File: config.mk
export PLATFORM = sky130hd
export DESIGN_NAME = host_port
export DESIGN_NICKNAME = d
export VERILOG_FILES = /design/src/logic/cfg_pkg.sv /design/src/logic/nrn_pkg.sv /design/src/logic/host_port.sv
export SDC_FILE = /design/constraint.sdc
export NUM_CORES = 1
export LEC_CHECK = 0
export ABC_AREA = 1
export BUFFER_PORTS_ARGS = -buffer_cell sky130_fd_sc_hd__buf_2
export CAP_MARGIN = 0
export CORE_MARGIN = 2
export CORE_UTILIZATION = 48
export DETAILED_ROUTE_END_ITERATION = 12
export MAX_ROUTING_LAYER = met4
export PLACE_DENSITY = 0.95
export SKIP_LAST_GASP = 1
export SLEW_MARGIN = 20
export SYNTH_ARGS = -nofsm -noshare
export SYNTH_HDL_FRONTEND = slang
export SYNTH_SLANG_ARGS = --single-unit
File: constraint.sdc
create_clock -name clk_i -period 3.7 [get_ports clk_i]
set_input_delay 0.185 -clock clk_i [delete_from_list [all_inputs] [get_ports clk_i]]
set_output_delay 0.185 -clock clk_i [all_outputs]
set_load 0.02 [all_outputs]
File: src/logic/cfg_pkg.sv
`default_nettype none

package cfg_pkg;

	// --------------------
	// field widths
	// --------------------

	// potentials, masks and input currents share one data width
	localparam int DSIZE = 16;
	// spike address word sent out on the AER bus
	localparam int AER_W = 32;
	// neuron index, enough for 256 neurons
	localparam int IDX_W = 8;

	// --------------------
	// configuration word
	// --------------------

	// one neuron's settings, 66 bits
	// nurn_type 0 is integrate and fire, 1 is relu
	typedef struct packed {
		logic             nurn_type;
		// threshold is th_mask anded with the lfsr when set
		logic             rand_th;
		logic [DSIZE-1:0] th_mask;
		// potential loaded at config time and after a spike
		logic [DSIZE-1:0] rst_pot;
		logic [AER_W-1:0] spike_aer;
	} nrn_cfg_t;

	// host write into the configuration memory
	typedef struct packed {
		logic [IDX_W-1:0] idx;
		nrn_cfg_t         cfg;
	} cfg_wr_t;

endpackage

`default_nettype wire

File: src/logic/nrn_pkg.sv
`default_nettype none

package nrn_pkg;

	// --------------------
	// neuron type
	// --------------------

	typedef enum logic {
		NT_IF   = 1'b0,
		NT_RELU = 1'b1
	} nurn_type_e;

	// --------------------
	// pipeline payloads
	// --------------------

	// integration request from the host
	typedef struct packed {
		logic        [cfg_pkg::IDX_W-1:0] idx;
		logic signed [cfg_pkg::DSIZE-1:0] in_cur;
	} nrn_req_t;

	// integrate stage output
	// value holds the new potential for i&f or the activation for relu
	typedef struct packed {
		logic [cfg_pkg::IDX_W-1:0] idx;
		cfg_pkg::nrn_cfg_t         cfg;
		logic [cfg_pkg::DSIZE-1:0] value;
	} int_item_t;

	// --------------------
	// result word
	// --------------------

	// relu view of the result payload
	typedef struct packed {
		logic [cfg_pkg::DSIZE-1:0] act_dst;
		logic [cfg_pkg::DSIZE-1:0] act_val;
	} nrn_act_t;

	// same 32 bits read as a spike address or as destination plus activation
	typedef union packed {
		logic [cfg_pkg::AER_W-1:0] aer;
		nrn_act_t                  act;
	} nrn_res_u;

	typedef struct packed {
		logic       fired;
		nurn_type_e ntype;
		nrn_res_u   payload;
	} nrn_res_t;

endpackage

`default_nettype wire

File: src/logic/host_port.sv
`timescale 1ns/1ps
`default_nettype none

module host_port (
	input  wire logic              clk_i,
	input  wire logic              rst_n_i,
	// four-phase host side
	input  wire logic              req_i,
	input  wire nrn_pkg::nrn_req_t req_data_i,
	output logic                   ack_o,
	output nrn_pkg::nrn_res_t      res_o,
	// pipeline side
	output logic                   launch_o,
	output nrn_pkg::nrn_req_t      launch_req_o,
	input  wire logic              res_valid_i,
	input  wire nrn_pkg::nrn_res_t res_i
);
	import nrn_pkg::*;

	// idle waits for req, busy waits for the result, ack waits for req to drop
	typedef enum logic [1:0] {
		ST_IDLE,
		ST_BUSY,
		ST_ACK
	} state_t;

	state_t state;

	// --------------------
	// handshake fsm
	// --------------------
	always_ff @(posedge clk_i or negedge rst_n_i) begin
		if (!rst_n_i) begin
			state    <= ST_IDLE;
			launch_o <= 1'b0;
			res_o    <= '0;
		end else begin
			// launch is a single cycle pulse
			launch_o <= 1'b0;
			case (state)
				ST_IDLE: begin
					// new request only seen here, so one item in flight
					if (req_i) begin
						state    <= ST_BUSY;
						launch_o <= 1'b1;
					end
				end
				ST_BUSY: begin
					// hold the result until the next request completes
					if (res_valid_i) begin
						state <= ST_ACK;
						res_o <= res_i;
					end
				end
				ST_ACK: begin
					if (!req_i) begin
						state <= ST_IDLE;
					end
				end
				default: begin
					state <= ST_IDLE;
				end
			endcase
		end
	end

	// request payload captured with the launch
	always_ff @(posedge clk_i) begin
		if (state == ST_IDLE && req_i) begin
			launch_req_o <= req_data_i;
		end
	end

	// ack is high for the whole ack state
	assign ack_o = (state == ST_ACK);

endmodule

`default_nettype wire

==> impl_metrics.json <==
{
  "synth_top_area_share": 0.388,
  "place_hpwl_um": 3490,
  "layout.nets": 371,
  "fin_setup_tns_ps": 0,
  "cts_max_path_buffers": 2,
  "crit_required_ps": 3660,
  "grt_pass1_wl_um": 7780,
  "skew_ps": 6.64,
  "drive_gt1_frac": 0.455,
  "yosys_warnings": 0,
  "rr_worst_depth": 3,
  "synth_adder_area_share": 0,
  "hp-class": "primary input to flip-flop",
  "clock-sinks": 61,
  "die-area_um2": 5550,
  "netlist_instances": 190,
  "start_util": 0.502,
  "synth_compound_area_frac": 0.00210,
  "grt_usage": 0.197,
  "antennaDiodeCount": 0,
  "globalplace.congestion": 0.799,
  "rows": 25,
  "holdPathStages": 1,
  "finish.utilization": 0.649,
  "critPathLaunchType": "flip-flop",
  "routed_wl_um": 4980,
  "synth_mux_area_frac": 0,
  "setup_viol": 0,
  "clkSlewWorstSetupHoldPaths_ps": 60,
  "drcViolationCount": 0,
  "synth_nets": 252,
  "finalHoldViolCount": 0,
  "min_from": "req_data_i[14]",
  "syn2layout_area_growth_pct": 29.2,
  "cp_slowest_cell": "nor2_4",
  "ys_ff_latch": 61,
  "antenna_found_initial": 0,
  "rsz0062_at_grt": "no",
  "postSynthAreaPerCell_um2": 12.6,
  "cp_max_fo": 38,
  "ys_types": 15,
  "clk_latency_ps": 320,
  "antenna_left": 0,
  "synth_top_cell_by_area": "dfrtp_1",
  "final_area_um2": 3090,
  "drv_cap": 0,
  "chipHeight_um": 74.5,
  "cp_cell_sequence": "inv_2 > nand2_1 > nor2_4",
  "wl_per_cell_um": 13.1,
  "io_pins": 122,
  "yosysSeqAreaShare": 0.690,
  "cts_tree": "built",
  "yosys.area_share.simple": 0.219,
  "drtIter0Drc": 97,
  "power_w": 0.00260,
  "htreeDepth": 3,
  "p_leak_nw": 1.61,
  "synth_xor_area_frac": 0,
  "overflow": 0,
  "synth_top_family_by_area": "simple AND/OR/NAND/NOR gates",
  "r2r_slack_ps": 1770,
  "cts.repair.resized": 0,
  "first_pass_iters": 6,
  "crit_path_max_incr_delay_ps": 540,
  "hold_end": "launch_req_o[14]",
  "synth.area.top_cells": "dfrtp_1 (39%), edfxtp_1 (30%), nand2_1 (10%), nand4_1 (8.9%), buf_6 (3.8%)",
  "arrival_ps": 1880,
  "reg2reg_from": "state[1]",
  "final_max_slew_viol_count": 0,
  "design.core.area_um2": 4750,
  "via_per_inst": 4.82,
  "crit_type": "flip-flop to flip-flop",
  "slew-limit-headroom": 0.468,
  "powerDensity_nw_per_um2": 843,
  "die_w_um": 74.5,
  "worstReg2RegEnd": "launch_req_o[0]",
  "root_buffer": "clkbuf_8",
  "cts_buffers": 9,
  "port_buffers": 121,
  "placed_cell_area_um2": 2890,
  "fmax_mhz": 519,
  "fin_crit_sh": 0.521,
  "first_global_vias": 1695,
  "netlist_area_um2": 2390,
  "end_kind": "flip-flop",
  "worst_pin_slew_ps": 798,
  "layout_min_cycle_time_ps": 1930,
  "vias": 1837,
  "grt_max_degree": 39,
  "irDropWorstVdd_v": 0.000443,
  "status": "completed"
}
## critical path: cells and delay by family, from the launching register on
kind          cells  cell delay [ps]
simple gates      2              740
flops             1              370
buf+inv           1              440
## metal layers
metal / wire, um / up-vias / GRT usage
li1: - / 892 / -
met1: 2040 / 847 / 0.246
met2: 2500 / 89 / 0.294
met3: 364 / 9 / 0.0610
met4: 74 / 0 / 0.0952
met5: 0 / - / -
## repair_timing
action / CTS / global route
endpoints found under the hold margin: 37 / 0
hold buffers: 1 / 0
buffers inserted: 0 / 0
## registers in the layout (all words and copies together) (netlist names)
register      count
launch_o          1
launch_req_o     24
res_o            34
state             2
## final cells by class
cell class              count  area, um2
fillers                   374       1670
clock inverters             5       51.3
multi-input cells         110        534
well taps                  67       83.8
repair buffers            123        623
clock buffers              11        131
inverters                   4       15.0
flip-flops and latches     61       1650
## through the flow
stage | setup slack, ps | hold slack [ps] | std cells
6_report | 1770 | 35.4 | 381
5_1_grt | 1560 | 7.07 | 381
4_1_cts | 1430 | 16.6 | 381
3_5_place_dp | 1430 | 325 | 364
3_3_place_gp | 1500 | 306 | 364
2_1_floorplan | 1580 | -111 | 190
## how the worst max path moves through the flow
| stage | startpoint | to | slack (ps) | cells past startpoint |
|---|---|---|---|---|
| floorplan | state[0] | launch_req_o[0] | 1580 | 4 |
| global placement | state[1] | launch_req_o[17] | 1500 | 3 |
| detailed placement | state[1] | launch_req_o[19] | 1430 | 3 |
| CTS | state[1] | launch_req_o[12] | 1430 | 3 |
| global route | state[1] | launch_req_o[21] | 1560 | 3 |
| finish | state[1] | launch_req_o[0] | 1770 | 3 |
## cell usage in the layout (no fill, tap or decap), types with 2 or more instances in the layout
master | synthesis | final
edfxtp_1 | 24 | 24
nand2_1 | 66 | 66
buf_2 | 0 | 121
clkbuf_1 | 0 | 2
clkbuf_8 | 3 | 9
dfrtp_1 | 37 | 37
nand4_1 | 34 | 34
clkinv_2 | 0 | 2
inv_1 | 3 | 3
nand2_2 | 5 | 5
## kinds of logic after synthesis
logic type | count (synthesis)
flip-flops | 61
buffers and inverters | 19
AND/OR/NAND/NOR | 109
AO/OA/AOI/OAI | 1
## synthesized netlist by cell type (all sizes together)
cell / count
nand4: 34
o21ai: 1
nor2: 2
inv: 4
dfrtp: 37
nand3: 2
edfxtp: 24
nand2: 71
clkbuf: 3
buf: 12
## where the power goes
part           switching [W]  total (W)  internal, W
clock               0.000235   0.000542     0.000307
combinational       0.000687   0.000980     0.000293
sequential          0.000113    0.00108     0.000966
No activity file was read; power rests on OpenSTA's default activity.
