===== src/logic/cfg_pkg.sv =====
`default_nettype none

package cfg_pkg;

	// --------------------
	// field widths
	// --------------------

	// potentials, masks and input currents share one data width
	localparam int DSIZE = 16;
	// spike address word sent out on the AER bus
	localparam int AER_W = 32;
	// neuron index, enough for 256 neurons
	localparam int IDX_W = 8;

	// --------------------
	// configuration word
	// --------------------

	// one neuron's settings, 66 bits
	// nurn_type 0 is integrate and fire, 1 is relu
	typedef struct packed {
		logic             nurn_type;
		// threshold is th_mask anded with the lfsr when set
		logic             rand_th;
		logic [DSIZE-1:0] th_mask;
		// potential loaded at config time and after a spike
		logic [DSIZE-1:0] rst_pot;
		logic [AER_W-1:0] spike_aer;
	} nrn_cfg_t;

	// host write into the configuration memory
	typedef struct packed {
		logic [IDX_W-1:0] idx;
		nrn_cfg_t         cfg;
	} cfg_wr_t;

endpackage

`default_nettype wire


===== src/logic/nrn_pkg.sv =====
`default_nettype none

package nrn_pkg;

	// --------------------
	// neuron type
	// --------------------

	typedef enum logic {
		NT_IF   = 1'b0,
		NT_RELU = 1'b1
	} nurn_type_e;

	// --------------------
	// pipeline payloads
	// --------------------

	// integration request from the host
	typedef struct packed {
		logic        [cfg_pkg::IDX_W-1:0] idx;
		logic signed [cfg_pkg::DSIZE-1:0] in_cur;
	} nrn_req_t;

	// integrate stage output
	// value holds the new potential for i&f or the activation for relu
	typedef struct packed {
		logic [cfg_pkg::IDX_W-1:0] idx;
		cfg_pkg::nrn_cfg_t         cfg;
		logic [cfg_pkg::DSIZE-1:0] value;
	} int_item_t;

	// --------------------
	// result word
	// --------------------

	// relu view of the result payload
	typedef struct packed {
		logic [cfg_pkg::DSIZE-1:0] act_dst;
		logic [cfg_pkg::DSIZE-1:0] act_val;
	} nrn_act_t;

	// same 32 bits read as a spike address or as destination plus activation
	typedef union packed {
		logic [cfg_pkg::AER_W-1:0] aer;
		nrn_act_t                  act;
	} nrn_res_u;

	typedef struct packed {
		logic       fired;
		nurn_type_e ntype;
		nrn_res_u   payload;
	} nrn_res_t;

endpackage

`default_nettype wire


===== src/logic/integrate_stage.sv =====
`timescale 1ns/1ps
`default_nettype none

module integrate_stage (
	input  wire logic                      clk_i,
	input  wire logic                      rst_n_i,
	input  wire logic                      valid_i,
	input  wire nrn_pkg::nrn_req_t         req_i,
	input  wire cfg_pkg::nrn_cfg_t         cfg_i,
	input  wire logic [cfg_pkg::DSIZE-1:0] pot_i,
	output logic                           valid_o,
	output nrn_pkg::int_item_t             item_o
);
	import cfg_pkg::*;
	import nrn_pkg::*;

	// two guard bits cover both underflow and overflow
	logic [DSIZE+1:0] sum;
	logic [DSIZE-1:0] if_val;
	logic [DSIZE-1:0] relu_val;
	logic [DSIZE-1:0] next_val;

	// --------------------
	// value computation
	// --------------------
	always_comb begin
		// stored potential zero extended, current sign extended
		sum = {2'b00, pot_i} + {{2{req_i.in_cur[DSIZE-1]}}, req_i.in_cur};

		// clamp to 0..65535
		if (sum[DSIZE+1]) begin
			if_val = '0;
		end else if (sum[DSIZE]) begin
			if_val = '1;
		end else begin
			if_val = sum[DSIZE-1:0];
		end

		// relu ignores the stored potential
		relu_val = req_i.in_cur[DSIZE-1] ? '0 : req_i.in_cur;

		next_val = (nurn_type_e'(cfg_i.nurn_type) == NT_RELU) ? relu_val : if_val;
	end

	// --------------------
	// stage register
	// --------------------
	always_ff @(posedge clk_i or negedge rst_n_i) begin
		if (!rst_n_i) begin
			valid_o <= 1'b0;
		end else begin
			valid_o <= valid_i;
		end
	end

	always_ff @(posedge clk_i) begin
		if (valid_i) begin
			item_o.idx   <= req_i.idx;
			item_o.cfg   <= cfg_i;
			item_o.value <= next_val;
		end
	end

endmodule

`default_nettype wire


===== config.mk =====
export PLATFORM = sky130hd
export DESIGN_NAME = integrate_stage
export DESIGN_NICKNAME = d
export VERILOG_FILES = /design/src/logic/cfg_pkg.sv /design/src/logic/nrn_pkg.sv /design/src/logic/integrate_stage.sv
export SDC_FILE = /design/constraint.sdc
export NUM_CORES = 1
export LEC_CHECK = 0
export BUFFER_PORTS_ARGS = -buffer_cell sky130_fd_sc_hd__buf_4
export CAP_MARGIN = 20
export CORE_ASPECT_RATIO = 1.25
export CORE_MARGIN = 5
export CORE_UTILIZATION = 40
export DETAILED_ROUTE_END_ITERATION = 8
export GPL_TIMING_DRIVEN = 0
export PLACE_DENSITY_LB_ADDON = 0.3
export SLEW_MARGIN = 20
export SYNTH_ARGS = -nofsm -noshare
export SYNTH_HDL_FRONTEND = slang
export SYNTH_SLANG_ARGS = --single-unit

===== constraint.sdc =====
create_clock -name clk_i -period 0.8 [get_ports clk_i]
set_clock_uncertainty 0.15 [all_clocks]
set_input_delay 0 -clock clk_i [delete_from_list [all_inputs] [get_ports clk_i]]
set_output_delay 0 -clock clk_i [all_outputs]
set_load 0.05 [all_outputs]

==> flow_summary_export.csv <==
group,metric,value,unit
status,outcome,"finished, violations left",
status,violations,"hold timing, setup timing",
power,intPower,0.01039,W
finish,instances_no_fill,679,
power,switching_share,0.3070,
finish,syn_to_final_growth,86.65,%
sta,fmax,470.0,MHz
floorplanning,die_h,120.4,µm
synthesis,yosys_warnings,0,
sta,rsz0062_at_grt,"yes",
cts,numCtsBuffers,9,
routing,route.met2.wl,7198,µm
floorplanning,placementRows,40,
finish,seq_area,2728,µm²
power,switchingPower,0.004602,W
cts,cts_sinks,91,
cts,cts_root_buf,"clkbuf_16",
routing,wl,13420,µm
critical_path,critical_path_class,"in -> reg",
routing,top_layer,"met4",
global_route,overflow,0,
flow_run,maxCapViolCount,0,
sta,finalCritPeriodShare,2.660,
routing,drt_iter0_drc,159,
cts,h-tree-depth,3,
synthesis,ys_types,52,
routing,drt-met1-wl,4943,µm
min_path,hold_path.class,"in -> reg",
sta,setup_viol,107,
finish,fill_cells,582,
critical_path,crit_path_end_kind,"flop",
floorplanning,coreArea,9559,µm²
power,p_clk_frac,0.290,
floorplanning,ioPinCount,200,
floorplanning,die_w,98.32,µm
sta,finalHoldViolations,16,
sta,fin_tns_setup,-42.53,ns
critical_path,arrival,2.06,ns
floorplanning,initial_core_util,0.4080,
sta,period_needed,2.128,ns
global_route,grt_pass1_vias,3529,
power,share_seq_of_total_power,0.397,
routing,avgViaCountPerCell,4.923,
global_route,grt_util_all_layers,0.2222,
synthesis,synthFlopType,"edfxtp_1",
sta,fin_hold_ws,-0.1692,ns
routing,met3_length,926,µm
routing,ant_nets,0,
sta,worst_pin_slew,0.6544,ns
cts,ctsLongestPathBuffers,2,
placement,dp.cells,572,
global_route,grt_max_degree,92,
cts,cts.reportedPaths.clkPinSlew,0.06,ns
critical_path,crit_fanout,6,
placement,gp_congestion,0.8843,
power,power_frac_comb,0.313,
synthesis,netlist_instances,247,
synthesis,async_flop_share,0.01099,
synthesis,avgSynthCellArea,15.79,µm²
global_route,grt_pass1_wl,19870,µm
placement,dpl-instance-area,5599,µm²
synthesis,synth_seq_cells,91,
routing,dr.pass1.iters,4,
synthesis,syn_nets,374,
finish,drive_gt1_frac,0.4702,
finish,fin_nets,675,
critical_path,critPathLaunchType,"primary input",
synthesis,seq_area_frac_synth,0.6994,
finish,stdcell_area,7279,µm²
sta,setup_ws,-1.328,ns
cts,cts_tree,"yes",
routing,wire_per_inst,19.76,µm
global_route,grt_antenna_before_repair,0,
sta,drv_slew,0,
placement,port_buffers,199,
finish,diodes,0,
floorplanning,die_area,11840,µm²
routing,vias,3343,
power,power_density,2059,nW/µm²
power,p_leak,3.032,nW
synthesis,synth_area,3900,µm²
sta,relSlewSlack,0.5637,
placement,dp_hpwl,8333,µm
power,ir_worst_vdd,929.1,µV
synthesis,synth_edf_count,90,
routing,drc_errors,0,
critical_path,cp.required,0.74,ns
finish,multi_input_area,1270,µm²
what timing repair did:
action                                 4_1_cts  5_1_grt
gates resized for setup                    104       15
pin swaps                                   11        9
setup buffers                                9        5
endpoints found under the hold margin       91       17
cloned                                       1        1
setup endpoints to repair                  198      109
hold buffers                                76        1
layout by cell type (no fill, tap or decap), types with 2 or more instances in the layout:
cell type and n:
buf_4 116, buf_6 97, edfxtp_1 90, dlygate4sd3_1 75
nand2_1 15, nor2_1 15, a22o_1 13, a21oi_1 11
ha_1 11, clkbuf_16 10, o21ai_0 7, xor2_1 7
nor3_1 5, ha_4 5, clkbuf_1 3, a21o_1 3
o21ai_1 3, o21a_1 3, buf_8 3, xnor2_1 3
nand2b_1 3, nand2_2 3, and4_1 2, o41ai_4 2
o211ai_1 2, nor3b_1 2, nor2b_1 2, a21oi_2 2
clkbuf_8 2, inv_6 2
power by group through the flow:
stage | combinational [W] | clock (W) | sequential, W
after floorplan | 0.000912 | 0 | 0.00739
after global placement | 0.00368 | 0 | 0.00593
after detailed placement | 0.00374 | 0 | 0.00594
after CTS | 0.00446 | 0.00438 | 0.00593
after global routing | 0.00492 | 0.00464 | 0.00598
final | 0.00469 | 0.00434 | 0.00595
cell usage after synthesis (all sizes together), types with 2 or more instances:
| master | number | share of area |
|---|---|---|
| a211oi | 3 | 0.0071 |
| a21o | 3 | 0.0058 |
| a21oi | 14 | 0.021 |
| a22o | 13 | 0.029 |
| a31oi | 3 | 0.010 |
| and4 | 2 | 0.0045 |
| buf | 4 | 0.0074 |
| clkbuf | 2 | 0.0019 |
| edfxtp | 90 | 0.69 |
| ha | 17 | 0.055 |
| nand2 | 18 | 0.017 |
| nand2b | 3 | 0.0048 |
| nor2 | 15 | 0.014 |
| nor2b | 2 | 0.0032 |
| nor3 | 6 | 0.0077 |
| nor3b | 2 | 0.0038 |
| o211ai | 2 | 0.0038 |
| o21a | 3 | 0.0058 |
| o21ai | 10 | 0.013 |
| o41ai | 3 | 0.011 |
| xnor2 | 4 | 0.011 |
| xor2 | 7 | 0.016 |
registers in the layout, summed over array words and instances, names as in the netlist:
register and flops:
valid_o 1, item_o 90
final cells by class:
type / instances / area share
Clock buffer: 12 / 0.03524
Multi-Input combinational cell: 149 / 0.1745
Clock inverter: 4 / 0.007563
Timing Repair Buffer: 291 / 0.3805
Tap cell: 126 / 0.02166
Sequential cell: 91 / 0.3747
Inverter: 1 / 0.0005156
Buffer: 5 / 0.005328
per-layer routing:
metal,vias to the layer above,GRT usage
li1,1577,-
met1,1597,0.2417
met2,148,0.4116
met3,21,0.06117
met4,0,0.07600
met5,-,0
logic make-up (layout without fill, tap and decap cells):
family	after synthesis	count (layout)	synth area share
compound gates	64	64	0.1325
xor+xnor	11	11	0.02663
fa+ha+maj	18	18	0.05967
buf+inv	7	313	0.01027
flops	91	91	0.6994
simple gates	56	56	0.07155
stage by stage:
| stage | util | power (W) | worst slack [ns] |
|---|---|---|---|
| 2_1_floorplan | - | 0.008298 | -1.487 |
| 3_3_place_gp | 0.5857 | 0.009611 | -1.970 |
| 3_5_place_dp | 0.5857 | 0.009686 | -2.008 |
| 4_1_cts | 0.7463 | 0.01477 | -1.396 |
| 5_1_grt | 0.7615 | 0.01554 | -1.395 |
| 6_report | 0.7615 | 0.01499 | -1.328 |
final timing paths:
check | end | from | cells past startpoint | slack, ns
max | item_o[3]$_DFFE_PP_ | req_i[0] | 12 | -1.33
min | item_o[9]$_DFFE_PP_ | req_i[9] | 2 | -0.17
max in group asynchronous | valid_o$_DFF_PN0_ | rst_n_i | 3 | 0.04
min in group asynchronous | valid_o$_DFF_PN0_ | rst_n_i | 3 | 0.37
critical path: stages:
cell and delay [ns]:
buf_8 0.10, ha_4 0.15, fa_2 0.36, a211oi_4 0.27, o211ai_1 0.15, a31oi_2 0.23
a21oi_2 0.10, xnor2_2 0.15, buf_6 0.16, clkbuf_16 0.15, nand2_1 0.05, a22o_1 0.18
(Power assumes the default switching activity.)
