[config.mk]
export PLATFORM = sky130hd
export DESIGN_NAME = fire_stage
export DESIGN_NICKNAME = d
export VERILOG_FILES = /design/src/logic/cfg_pkg.sv /design/src/logic/nrn_pkg.sv /design/src/logic/fire_stage.sv
export SDC_FILE = /design/constraint.sdc
export NUM_CORES = 1
export LEC_CHECK = 0
export ABC_AREA = 1
export BUFFER_PORTS_ARGS = -buffer_cell sky130_fd_sc_hd__clkbuf_2
export CORE_MARGIN = 2
export CORE_UTILIZATION = 41
export CTS_CLUSTER_SIZE = 14
export DETAILED_ROUTE_END_ITERATION = 8
export PLACE_DENSITY = 0.88
export SLEW_MARGIN = 20
export SYNTH_ARGS = -nofsm -noshare
export SYNTH_HDL_FRONTEND = slang
export SYNTH_SLANG_ARGS = --single-unit
[constraint.sdc]
create_clock -name clk_i -period 2.1 [get_ports clk_i]
set_input_delay 0.315 -clock clk_i [delete_from_list [all_inputs] [get_ports clk_i]]
set_output_delay 0.315 -clock clk_i [all_outputs]
set_load 0.1 [all_outputs]
[src/logic/cfg_pkg.sv]
`default_nettype none

package cfg_pkg;

	// --------------------
	// field widths
	// --------------------

	// potentials, masks and input currents share one data width
	localparam int DSIZE = 16;
	// spike address word sent out on the AER bus
	localparam int AER_W = 32;
	// neuron index, enough for 256 neurons
	localparam int IDX_W = 8;

	// --------------------
	// configuration word
	// --------------------

	// one neuron's settings, 66 bits
	// nurn_type 0 is integrate and fire, 1 is relu
	typedef struct packed {
		logic             nurn_type;
		// threshold is th_mask anded with the lfsr when set
		logic             rand_th;
		logic [DSIZE-1:0] th_mask;
		// potential loaded at config time and after a spike
		logic [DSIZE-1:0] rst_pot;
		logic [AER_W-1:0] spike_aer;
	} nrn_cfg_t;

	// host write into the configuration memory
	typedef struct packed {
		logic [IDX_W-1:0] idx;
		nrn_cfg_t         cfg;
	} cfg_wr_t;

endpackage

`default_nettype wire

[src/logic/nrn_pkg.sv]
`default_nettype none

package nrn_pkg;

	// --------------------
	// neuron type
	// --------------------

	typedef enum logic {
		NT_IF   = 1'b0,
		NT_RELU = 1'b1
	} nurn_type_e;

	// --------------------
	// pipeline payloads
	// --------------------

	// integration request from the host
	typedef struct packed {
		logic        [cfg_pkg::IDX_W-1:0] idx;
		logic signed [cfg_pkg::DSIZE-1:0] in_cur;
	} nrn_req_t;

	// integrate stage output
	// value holds the new potential for i&f or the activation for relu
	typedef struct packed {
		logic [cfg_pkg::IDX_W-1:0] idx;
		cfg_pkg::nrn_cfg_t         cfg;
		logic [cfg_pkg::DSIZE-1:0] value;
	} int_item_t;

	// --------------------
	// result word
	// --------------------

	// relu view of the result payload
	typedef struct packed {
		logic [cfg_pkg::DSIZE-1:0] act_dst;
		logic [cfg_pkg::DSIZE-1:0] act_val;
	} nrn_act_t;

	// same 32 bits read as a spike address or as destination plus activation
	typedef union packed {
		logic [cfg_pkg::AER_W-1:0] aer;
		nrn_act_t                  act;
	} nrn_res_u;

	typedef struct packed {
		logic       fired;
		nurn_type_e ntype;
		nrn_res_u   payload;
	} nrn_res_t;

endpackage

`default_nettype wire

[src/logic/fire_stage.sv]
`timescale 1ns/1ps
`default_nettype none

module fire_stage #(
	parameter logic [cfg_pkg::DSIZE-1:0] LFSR_SEED = 16'hACE1
) (
	input  wire logic                 clk_i,
	input  wire logic                 rst_n_i,
	input  wire logic                 valid_i,
	input  wire nrn_pkg::int_item_t   item_i,
	// potential write-back to potential_mem
	output logic                      wb_en_o,
	output logic [cfg_pkg::IDX_W-1:0] wb_idx_o,
	output logic [cfg_pkg::DSIZE-1:0] wb_pot_o,
	// result to the host port
	output logic                      valid_o,
	output nrn_pkg::nrn_res_t         res_o
);
	import cfg_pkg::*;
	import nrn_pkg::*;

	// galois feedback taps, shifting right
	localparam logic [DSIZE-1:0] LFSR_TAPS = 16'hB400;

	logic [DSIZE-1:0] lfsr;
	logic [DSIZE-1:0] lfsr_next;
	logic [DSIZE-1:0] threshold;
	nurn_type_e       ntype;
	logic             if_fire;
	nrn_res_t         res_d;

	// --------------------
	// threshold lfsr
	// --------------------
	assign lfsr_next = {1'b0, lfsr[DSIZE-1:1]} ^ (lfsr[0] ? LFSR_TAPS : '0);

	// steps once per item, after its value was used
	always_ff @(posedge clk_i or negedge rst_n_i) begin
		if (!rst_n_i) begin
			lfsr <= LFSR_SEED;
		end else if (valid_i) begin
			lfsr <= lfsr_next;
		end
	end

	// --------------------
	// spike decision
	// --------------------
	always_comb begin
		ntype = nurn_type_e'(item_i.cfg.nurn_type);

		// random threshold masks the current lfsr value
		threshold = item_i.cfg.rand_th ? (item_i.cfg.th_mask & lfsr) : item_i.cfg.th_mask;
		if_fire   = (item_i.value >= threshold);

		res_d       = '0;
		res_d.ntype = ntype;
		if (ntype == NT_RELU) begin
			// nonzero activation counts as a fire
			res_d.fired               = (item_i.value != '0);
			res_d.payload.act.act_dst = item_i.cfg.spike_aer[AER_W-1:AER_W-DSIZE];
			res_d.payload.act.act_val = item_i.value;
		end else begin
			res_d.fired = if_fire;
			if (if_fire) begin
				res_d.payload.aer = item_i.cfg.spike_aer;
			end
		end
	end

	// write-back lands on the same edge as the result register
	// relu neurons keep no state
	assign wb_en_o  = valid_i && (ntype == NT_IF);
	assign wb_idx_o = item_i.idx;
	assign wb_pot_o = if_fire ? item_i.cfg.rst_pot : item_i.value;

	// --------------------
	// output register
	// --------------------
	always_ff @(posedge clk_i or negedge rst_n_i) begin
		if (!rst_n_i) begin
			valid_o <= 1'b0;
		end else begin
			valid_o <= valid_i;
		end
	end

	always_ff @(posedge clk_i) begin
		if (valid_i) begin
			res_o <= res_d;
		end
	end

endmodule

`default_nettype wire

==> run summary <==
For the core utilization of the finished layout, the log shows 72.0%. For the number of endpoints with negative hold slack in the final report, the log shows 0. The worst hold path begins at item_i[32]. Sorting the synthesized cells by area gives the leading types as edfxtp_1, nand2_1, dfrtp_1, dfstp_2, ha_1. The Yosys step of the flow raised 0 warnings.

Required time of the critical path: 1780 ps. The tools report the root cell of the clock tree as clkbuf_8. The delay of the slowest critical-path stage is 550 ps. In this run the worst hold path is classified as input pin to flop. Traced cell by cell, the critical path runs through o21ai_2, ha_1, a21oi_2, o21ai_2, a21oi_4, buf_6, buf_8, nand3_1, nand2_4, buf_12. The count of flip-flops with a built-in enable after synthesis was 34. Of the total power, registers draw 30.9%.

The final total power was 4.36 mW. The tools report the sequential share of the synthesized area as 50.1%. End of the worst hold path: res_o[16].

The width of the chip was 88.2 um; the synthesized flop and latch total was 51. The later pin in the worst-skew pair is clocked with a latency of 310 ps. The run finished, with violations left. The highest ir drop seen on vdd is 475 uV. The tools report the residual antenna-violating net count after detailed routing as 0.

For the number of max-slew violations in the final report, the log shows 0. The H-tree was split into 2 levels. The tools report the critical path launch point type as a flop.

The cell count after synthesis came out at 334. The most used flip-flop cell after synthesis is edfxtp_1. The remaining max-slew budget at the tightest pin is 59.4%, and the remaining design rule violation count is 0.

Power spread over the standard cell area amounts to 887 nW/um^2. The arrival time at the worst endpoint was 2380 ps. In this run the critical register-to-register path is launched from lfsr[11].

For the overall via count from detail_route, the log shows 2977. The run gives 51 as the number of clock sinks. In the synthesized netlist the async set-or-reset flop fraction comes to 33.3%. The slowest stage of the critical path belongs to the cell dfstp_2. The global-route wire length before repair is 13.3 mm, and the distinct cell type count of the synthesized netlist is 29. Internal portion of total power: 2.38 mW. Per report_power, the combinational group accounts for 55.2% of the total.

Using the TritonRoute via totals, the vias-per-cell ratio works out to 4.90. The starting DRC count in detailed routing was 100. After clock tree synthesis, the clock-pin slew on the worst setup and hold paths is 110 ps. The wire length per cell after detailed routing works out to 15.5 um.

The HPWL after detailed placement is 6.90 mm, and the row count is 30. The tool flagged a number of max-cap violations equal to 0. The area growth from synthesis to layout is 69.3%. In the global route stage, overall resource usage came out at 22.6%. The clock passes through at most 2 buffers.

For the net count of the finished layout, the log shows 620. The post-route worst hold slack was 254 ps; the transition time at the pin with the least slew margin was 605 ps. Number of CTS-inserted buffers: 5.

The post-synthesis instance area is 2910 um^2. Port buffering added 136 buffers. In this run the biggest area consumer among cell types represents 35.1% of the synthesized area.

In this run the vertical extent of the chip is 88.2 um. Measured in cells, the most critical reg-to-reg path has a length of 12. The logs give 48 for the count of endpoints failing setup in the final report and 2.46 nW for the reported leakage power. The final critical path takes up 128% of the cycle. Setup repair after global routing could not meet its margin everywhere. After synthesis, the most frequently instantiated cells are nand2_1, edfxtp_1, nand3_1. The run gives 0 as the aggregate global routing overflow. The endpoint identified for the worst register-to-register timing path is res_o[8].

The via count of the first global-routing pass was 2896. Initial antenna violation count: 0. The region available for standard cell placement spans 6830 um^2. The final worst slack is -598 ps, and the worst hold path depth is 3.

The clock arrives with 10.6 ps of skew. The routability congestion estimate from global placement is 0.878. The final routed wirelength across all metal layers is 9.43 mm, and the switching fraction of total power is 45.5%. The most numerous cell on the critical path is o21ai_2. Across all register-to-register paths, the minimum setup slack is -310 ps.

Based on the critical path, the design can be clocked at up to 371 MHz. Library cell occupying the most area in the post-synthesis netlist: edfxtp_1. The run gives 443 as the net count after synthesis. The tools report the number of placed I/O pins as 153.

The relative contribution of the clock network to total power is 13.9%. Endpoint type of the worst setup path: an output pin. The share of cells above drive strength 1 was 55.1%; the post-synthesis area per instance was 8.70 um^2. Switching power total: 1.98 mW. The initial utilization of the core area, before any placement, comes to 42.5%.

TritonCTS built the clock tree. The type of the worst setup path was flop to output pin. Yosys instantiated no cell more often than nand2_1.

The die footprint is 7780 um^2. The checks that failed: setup timing. The worst path in the final design needs a cycle of 2700 ps, including I/O delays and setup. The first TritonRoute pass finished after 4 iterations. Entering global routing, the biggest net connects 50 pins.

0 antenna diodes ended up in the layout. The most critical setup path has its startpoint at lfsr[11]. Along the worst path, the maximum fanout reaches 9.
-- routing by layer --
layer / share of wire, % / track usage (%) / routed length [um]
met1: 36 / 23.5 / 3350
met2: 55 / 43.0 / 5140
met3: 5.7 / 5.47 / 537
met4: 4.2 / 9.64 / 395
met5: 0 / 0 / 0
-- power groups by stage --
stage	Combinational (mW)	Sequential [mW]	Clock, mW
4_1_cts	2.32	1.35	0.612
3_5_place_dp	2.18	1.36	0
2_1_floorplan	1.13	1.77	0
6_report	2.41	1.35	0.605
3_3_place_gp	2.13	1.36	0
5_1_grt	2.53	1.36	0.644
-- metrics by stage --
step	TNS, ps	area [um^2]	setup slack, ps	instances
final	-15230	4920	-598	608
after detailed placement	-11370	4410	-394	588
after floorplan	-3850	3190	-455	334
after CTS	-13400	4790	-564	604
after global routing	-21830	4920	-707	608
after global placement	-8270	4410	-342	588
-- cell usage in the layout, fill, tap and decap left out, drive strengths merged --
master / netlist / final
nand4: 3 / 3
inv: 33 / 34
nor3: 1 / 1
dfstp: 8 / 8
nand3: 27 / 29
dlygate4sd3: 0 / 1
nand2: 128 / 128
edfxtp: 34 / 34
nor4: 4 / 4
o21ai: 30 / 30
ha: 16 / 16
buf: 16 / 68
a21boi: 1 / 1
clkbuf: 5 / 125
dfrtp: 9 / 9
xnor2: 3 / 3
clkinv: 2 / 4
a21oi: 7 / 7
nor2: 7 / 7
-- cell families (layout without fill, tap and decap cells) --
kind of cell / after synthesis / in the layout / synth area share, %
buffers and inverters: 56 / 232 / 9.90
flip-flops: 51 / 51 / 50.1
XOR/XNOR: 3 / 3 / 0.904
AND/OR/NAND/NOR: 170 / 172 / 24.8
AO/OA/AOI/OAI: 38 / 38 / 7.40
adder cells (fa/ha/maj): 16 / 16 / 6.89
-- area by class of cell --
type                    count  area, um^2
fillers                   485        1910
multi-input cells         229        1650
clock buffers               5        68.8
well taps                  96         120
flip-flops and latches     51        1460
inverters                  35         131
repair buffers            189        1460
clock inverters             3        28.8
-- worst max-delay path, delay by kind of cell (launching register included) --
kind / cells / cell delay (ps)
flip-flops: 1 / 550
AO/OA/AOI/OAI: 4 / 520
buffers and inverters: 3 / 440
adder cells (fa/ha/maj): 1 / 320
AND/OR/NAND/NOR: 2 / 230
-- worst max path at each step --
stage                     cells after the start  slack [ps]           end
after global routing                         11        -710   wb_pot_o[8]
after global placement                       15        -340  wb_pot_o[15]
after floorplan                              12        -450  wb_pot_o[10]
after detailed placement                     15        -390  wb_pot_o[15]
final                                        10        -600   wb_pot_o[6]
after CTS                                    10        -560   wb_pot_o[7]
-- flip-flops by register name (all words and copies together), names as in the netlist --
register / count
res_o: 34
valid_o: 1
lfsr: 16
-- timing repair --
item,CTS,global route
gates resized for setup,47,15
setup buffers,5,1
pin swaps,3,5
gates cloned,2,3
endpoints found under the hold margin,9,0
hold buffers,1,0
setup endpoints to repair,37,49
Power figures use the tool's default switching activity.
