$ cat config.mk
export PLATFORM = sky130hd
export DESIGN_NAME = potential_mem
export DESIGN_NICKNAME = d
export VERILOG_FILES = /design/src/logic/cfg_pkg.sv /design/src/logic/potential_mem.sv
export SDC_FILE = /design/constraint.sdc
export NUM_CORES = 2
export LEC_CHECK = 0
export BUFFER_PORTS_ARGS = -buffer_cell sky130_fd_sc_hd__buf_2
export CAP_MARGIN = 20
export CORE_MARGIN = 8
export CORE_UTILIZATION = 55
export DETAILED_ROUTE_END_ITERATION = 10
export GPL_TIMING_DRIVEN = 0
export PLACE_DENSITY = 0.73
export SKIP_CTS_REPAIR_TIMING = 1
export SLEW_MARGIN = 20
export SYNTH_ARGS = -nofsm -noshare
export SYNTH_HDL_FRONTEND = slang
export SYNTH_SLANG_ARGS = --single-unit
$ cat constraint.sdc
create_clock -name clk_i -period 4.7 [get_ports clk_i]
set_input_delay 0 -clock clk_i [delete_from_list [all_inputs] [get_ports clk_i]]
set_output_delay 0 -clock clk_i [all_outputs]
set_load 0.01 [all_outputs]
$ cat src/logic/cfg_pkg.sv
`default_nettype none

package cfg_pkg;

	// --------------------
	// field widths
	// --------------------

	// potentials, masks and input currents share one data width
	localparam int DSIZE = 16;
	// spike address word sent out on the AER bus
	localparam int AER_W = 32;
	// neuron index, enough for 256 neurons
	localparam int IDX_W = 8;

	// --------------------
	// configuration word
	// --------------------

	// one neuron's settings, 66 bits
	// nurn_type 0 is integrate and fire, 1 is relu
	typedef struct packed {
		logic             nurn_type;
		// threshold is th_mask anded with the lfsr when set
		logic             rand_th;
		logic [DSIZE-1:0] th_mask;
		// potential loaded at config time and after a spike
		logic [DSIZE-1:0] rst_pot;
		logic [AER_W-1:0] spike_aer;
	} nrn_cfg_t;

	// host write into the configuration memory
	typedef struct packed {
		logic [IDX_W-1:0] idx;
		nrn_cfg_t         cfg;
	} cfg_wr_t;

endpackage

`default_nettype wire

$ cat src/logic/potential_mem.sv
`timescale 1ns/1ps
`default_nettype none

module potential_mem #(
	parameter int unsigned NUM_NURNS = 256
) (
	input  wire logic                      clk_i,
	// host configuration write loads rst_pot
	input  wire logic                      cfg_we_i,
	input  wire cfg_pkg::cfg_wr_t          cfg_wr_i,
	// stage 2 read
	input  wire logic                      rd_en_i,
	input  wire logic [cfg_pkg::IDX_W-1:0] rd_idx_i,
	output logic      [cfg_pkg::DSIZE-1:0] pot_o,
	// stage 4 write-back
	input  wire logic                      wb_en_i,
	input  wire logic [cfg_pkg::IDX_W-1:0] wb_idx_i,
	input  wire logic [cfg_pkg::DSIZE-1:0] wb_pot_i
);
	import cfg_pkg::*;

	// unsigned membrane potential per neuron
	logic [DSIZE-1:0] pot_mem [NUM_NURNS];

	// config writes happen only while idle
	// so they never meet a write-back on the same edge
	always_ff @(posedge clk_i) begin
		if (cfg_we_i) begin
			pot_mem[cfg_wr_i.idx] <= cfg_wr_i.cfg.rst_pot;
		end else if (wb_en_i) begin
			pot_mem[wb_idx_i] <= wb_pot_i;
		end
	end

	// read lines up with the config word from config_mem
	always_ff @(posedge clk_i) begin
		if (rd_en_i) begin
			pot_o <= pot_mem[rd_idx_i];
		end
	end

endmodule

`default_nettype wire

==> flow_results.xml <==
<?xml version="1.0" encoding="UTF-8"?>
<metrics>
  <group name="routing">
    <metric name="routed-via-count" unit="">87800</metric>
    <metric name="detail_route.first_pass.iterations" unit="">9</metric>
    <metric name="wirelength_per_cell" unit="um">42.5</metric>
    <metric name="drc_errors" unit="">0</metric>
    <metric name="avgViaCountPerCell" unit="">7.17</metric>
    <metric name="postRouteWirelength" unit="um">521000</metric>
    <metric name="final_ant_viol_nets" unit="">0</metric>
    <metric name="drt_iter0_drc" unit="">16400</metric>
  </group>
  <group name="yosys">
    <metric name="synth_enable_flop_cells" unit="">4112</metric>
    <metric name="async_s_r_ff_share_synth" unit="%">0</metric>
    <metric name="post_synth.cell_area_avg" unit="um2">21.7</metric>
    <metric name="synthesis.area" unit="um2">158000</metric>
    <metric name="synthesis.instances" unit="">7308</metric>
    <metric name="synth_seq_area_share" unit="%">78.0</metric>
    <metric name="synth_warnings" unit="">0</metric>
    <metric name="synth_ff_type" unit="">sky130_fd_sc_hd__edfxtp_1</metric>
    <metric name="synth_cell_types" unit="">46</metric>
    <metric name="syn_nets" unit="">7418</metric>
    <metric name="postSynthRegisterBits" unit="">4112</metric>
  </group>
  <group name="run_status">
    <metric name="status" unit="">complete, but fails checks</metric>
    <metric name="violations" unit="">hold timing, setup timing</metric>
  </group>
  <group name="placement">
    <metric name="routability_driven_placement_congestion_ratio" unit="">1.01</metric>
    <metric name="io_buffers" unit="">73</metric>
    <metric name="preCtsSetupSlack" unit="ns">-0.760</metric>
    <metric name="post-dp-hpwl" unit="um">356000</metric>
  </group>
  <group name="sta">
    <metric name="setup_viol" unit="">6</metric>
    <metric name="fin_hold_viols" unit="">98</metric>
    <metric name="timing.hold.ws" unit="ns">-0.0712</metric>
    <metric name="postLayoutSetupSlackWorst" unit="ns">-0.228</metric>
    <metric name="fmax" unit="MHz">203</metric>
    <metric name="finalCritPeriodShare" unit="%">105</metric>
    <metric name="slew-limit-headroom" unit="%">4.32</metric>
    <metric name="final.min_clock_period" unit="ns">4.93</metric>
    <metric name="worst_clock_skew" unit="ns">0.0647</metric>
    <metric name="worst_slew_pin_slew" unit="ns">1.42</metric>
    <metric name="rsz0062_at_grt" unit="">false</metric>
    <metric name="maxSlewViolCount" unit="">0</metric>
  </group>
  <group name="die">
    <metric name="dieArea" unit="um2">305000</metric>
    <metric name="vertical_die_dimension" unit="um">553</metric>
    <metric name="ioPinCount" unit="">126</metric>
    <metric name="horizontal_die_dimension" unit="um">553</metric>
    <metric name="placementRows" unit="">197</metric>
    <metric name="floorplan.initialDensity" unit="%">55.2</metric>
    <metric name="coreArea" unit="um2">287000</metric>
  </group>
  <group name="grt">
    <metric name="first_pass_grt_wire_length" unit="um">696000</metric>
    <metric name="antenna_found_initial" unit="">46</metric>
    <metric name="vias_in_the_first_global_route" unit="">84900</metric>
    <metric name="groute.usage.overall" unit="%">33.1</metric>
    <metric name="grt_max_degree" unit="">129</metric>
    <metric name="grt.overflow.total" unit="">0</metric>
  </group>
  <group name="power">
    <metric name="power_frac_clock" unit="%">41.6</metric>
    <metric name="power_frac_seq" unit="%">51.9</metric>
    <metric name="p_sw_share" unit="%">22.8</metric>
    <metric name="cellInternalPower" unit="mW">60.9</metric>
    <metric name="comb_power_share" unit="%">6.5</metric>
    <metric name="p_leak" unit="nW">56.9</metric>
    <metric name="power.net_switching" unit="mW">17.9</metric>
    <metric name="final_power" unit="mW">78.8</metric>
    <metric name="irDropWorstVdd" unit="uV">358</metric>
    <metric name="power_density" unit="nW/um2">430</metric>
  </group>
  <group name="layout">
    <metric name="num-fill-cells" unit="">18300</metric>
    <metric name="finish.net_count" unit="">8214</metric>
    <metric name="syn2layout_area_growth" unit="%">15.6</metric>
    <metric name="ff_latch_area" unit="um2">123000</metric>
    <metric name="layout-drive-gt1-share" unit="%">27.4</metric>
    <metric name="area_occupied_by_multi_input_gates" unit="um2">33300</metric>
  </group>
  <group name="setup_path">
    <metric name="slack_of_the_worst_reg_to_reg_path" unit="ns">0.51</metric>
    <metric name="critPathMaxFanout" unit="">10</metric>
    <metric name="worstSetupEndpointType" unit="">register</metric>
    <metric name="timing.critical_path.from_type" unit="">primary input</metric>
    <metric name="timing.critical_path.arrival" unit="ns">5.56</metric>
    <metric name="setup.worst_path.class" unit="">in2reg</metric>
    <metric name="required" unit="ns">5.33</metric>
  </group>
  <group name="clocking">
    <metric name="cts_tree" unit="">built</metric>
    <metric name="cts_buffer_depth" unit="">4</metric>
    <metric name="clkSlewWorstSetupHoldPaths" unit="ns">0.06</metric>
    <metric name="clkLatencyLatePin" unit="ns">1.02</metric>
    <metric name="number_of_clock_buffers_inserted_by_tritoncts" unit="">401</metric>
    <metric name="cts.sink_count" unit="">4112</metric>
    <metric name="clock-root-buffer" unit="">sky130_fd_sc_hd__clkbuf_16</metric>
    <metric name="htreeDepth" unit="">5</metric>
  </group>
  <group name="flow_run">
    <metric name="cap_viol_max_count" unit="">0</metric>
  </group>
  <group name="worst_hold_path">
    <metric name="holdCritPathClass" unit="">in2reg</metric>
  </group>
</metrics>
power by group through the flow:
stage | logic, mW | clock network (mW) | registers, mW
after floorplan | 2.38 | 0 | 41.9
after global placement | 4.43 | 0 | 42.1
after detailed placement | 4.87 | 0 | 41.7
after CTS | 4.89 | 32.7 | 40.9
after global routing | 5.15 | 34.0 | 40.9
final | 5.16 | 32.8 | 40.9
cells in the final DEF (no fill, tap or decap), types with 32 or more instances in the layout:
cell	instances
sky130_fd_sc_hd__nor3_1	68
sky130_fd_sc_hd__buf_6	191
sky130_fd_sc_hd__a211oi_1	50
sky130_fd_sc_hd__bufinv_16	48
sky130_fd_sc_hd__nor2_4	56
sky130_fd_sc_hd__edfxtp_1	4112
sky130_fd_sc_hd__buf_8	105
sky130_fd_sc_hd__buf_16	58
sky130_fd_sc_hd__mux2i_1	494
sky130_fd_sc_hd__mux4_2	813
sky130_fd_sc_hd__clkbuf_16	405
sky130_fd_sc_hd__clkbuf_1	244
sky130_fd_sc_hd__o211ai_1	36
sky130_fd_sc_hd__a22oi_1	190
sky130_fd_sc_hd__a21oi_1	166
sky130_fd_sc_hd__o221ai_1	185
sky130_fd_sc_hd__buf_12	32
sky130_fd_sc_hd__nor2_2	203
sky130_fd_sc_hd__clkinv_1	97
sky130_fd_sc_hd__buf_4	43
sky130_fd_sc_hd__clkinv_2	63
sky130_fd_sc_hd__nand2_1	93
sky130_fd_sc_hd__o22ai_1	110
sky130_fd_sc_hd__clkbuf_2	61
sky130_fd_sc_hd__buf_2	134
critical path, stage by stage:
cell and delay, ns:
sky130_fd_sc_hd__buf_2 0.12, sky130_fd_sc_hd__buf_2 0.69, sky130_fd_sc_hd__and2_1 0.23, sky130_fd_sc_hd__buf_2 0.28, sky130_fd_sc_hd__clkbuf_1 0.64, sky130_fd_sc_hd__clkbuf_1 0.70, sky130_fd_sc_hd__a221oi_1 0.42, sky130_fd_sc_hd__o22ai_1 1.06
sky130_fd_sc_hd__o31ai_2 0.47, sky130_fd_sc_hd__nor4_1 0.91
layout make-up:
cell class	count	area share, %
inverter	2	0.00410
clock buffer	491	5.71
antenna	26	0.0355
sequential	4112	67.4
multi-input combinational	2753	18.2
clock inverter	253	1.53
buffer	441	1.60
tap	3781	2.58
timing repair buffer	393	2.90
Yosys cell counts (33+ instances only):
library cell                  n  share of area, %
sky130_fd_sc_hd__a22oi_1    190              0.90
sky130_fd_sc_hd__a21oi_1    166              0.52
sky130_fd_sc_hd__mux2i_1    494               3.1
sky130_fd_sc_hd__edfxtp_1  4112                78
sky130_fd_sc_hd__o22ai_1    111              0.44
sky130_fd_sc_hd__nand2_1    109              0.26
sky130_fd_sc_hd__o21ai_0     33              0.10
sky130_fd_sc_hd__nor3_1      68              0.21
sky130_fd_sc_hd__o211ai_1    36              0.17
sky130_fd_sc_hd__buf_6       71              0.50
sky130_fd_sc_hd__buf_2       55              0.17
sky130_fd_sc_hd__clkbuf_1   219              0.52
sky130_fd_sc_hd__o221ai_1   185               1.0
sky130_fd_sc_hd__mux4_2     813                12
sky130_fd_sc_hd__a211oi_1    52              0.25
sky130_fd_sc_hd__nor2_1     279              0.66
sky130_fd_sc_hd__buf_4       34              0.16
kinds of logic after synthesis:
logic type      Yosys count  share of synthesized area (%)
flops                  4112                           78.0
mux                    1307                           14.7
compound gates          851                           3.85
simple gates            595                           1.70
buf+inv                 443                           1.80
state kept, by name (all words and copies together), names as in the netlist:
signal	count
pot_o	16
pot_mem	4096
stage by stage:
| stage | setup TNS, ns | hold slack (ns) | instances | util, % | area, um2 |
|---|---|---|---|---|---|
| 4_1_cts | 0 | -0.564 | 12200 | 63.6 | 183000 |
| 5_1_grt | 0 | 0.00127 | 12200 | 63.8 | 183000 |
| 3_3_place_gp | - | 0.419 | 11200 | 56.9 | 163000 |
| 6_report | -0.923 | -0.0712 | 12300 | 63.8 | 183000 |
| 3_5_place_dp | -6.58 | 0.416 | 11400 | 59.0 | 169000 |
| 2_1_floorplan | 0 | 0.112 | 7308 | - | 158000 |
final timing paths:
kind / from / to / cells after the start
max: rd_idx_i[3] / pot_o[13]$_DFFE_PP_ / 10
max reg2reg: pot_mem[155][0]$_DFFE_PP_ / pot_o[0]$_DFFE_PP_ / 6
min: wb_pot_i[8] / pot_mem[167][8]$_DFFE_PP_ / 3
min reg2reg: pot_mem[242][13]$_DFFE_PP_ / pot_o[13]$_DFFE_PP_ / 6
metal layers:
layer | GRT usage, % | vias up | share of wire (%)
met3 | 12.2 | 1847 | 14
met4 | 25.5 | 18 | 9.9
met1 | 39.3 | 45300 | 32
li1 | - | 32800 | -
met2 | 49.2 | 7903 | 44
met5 | 0.281 | - | 0.061
Power figures use the tool's default switching activity.
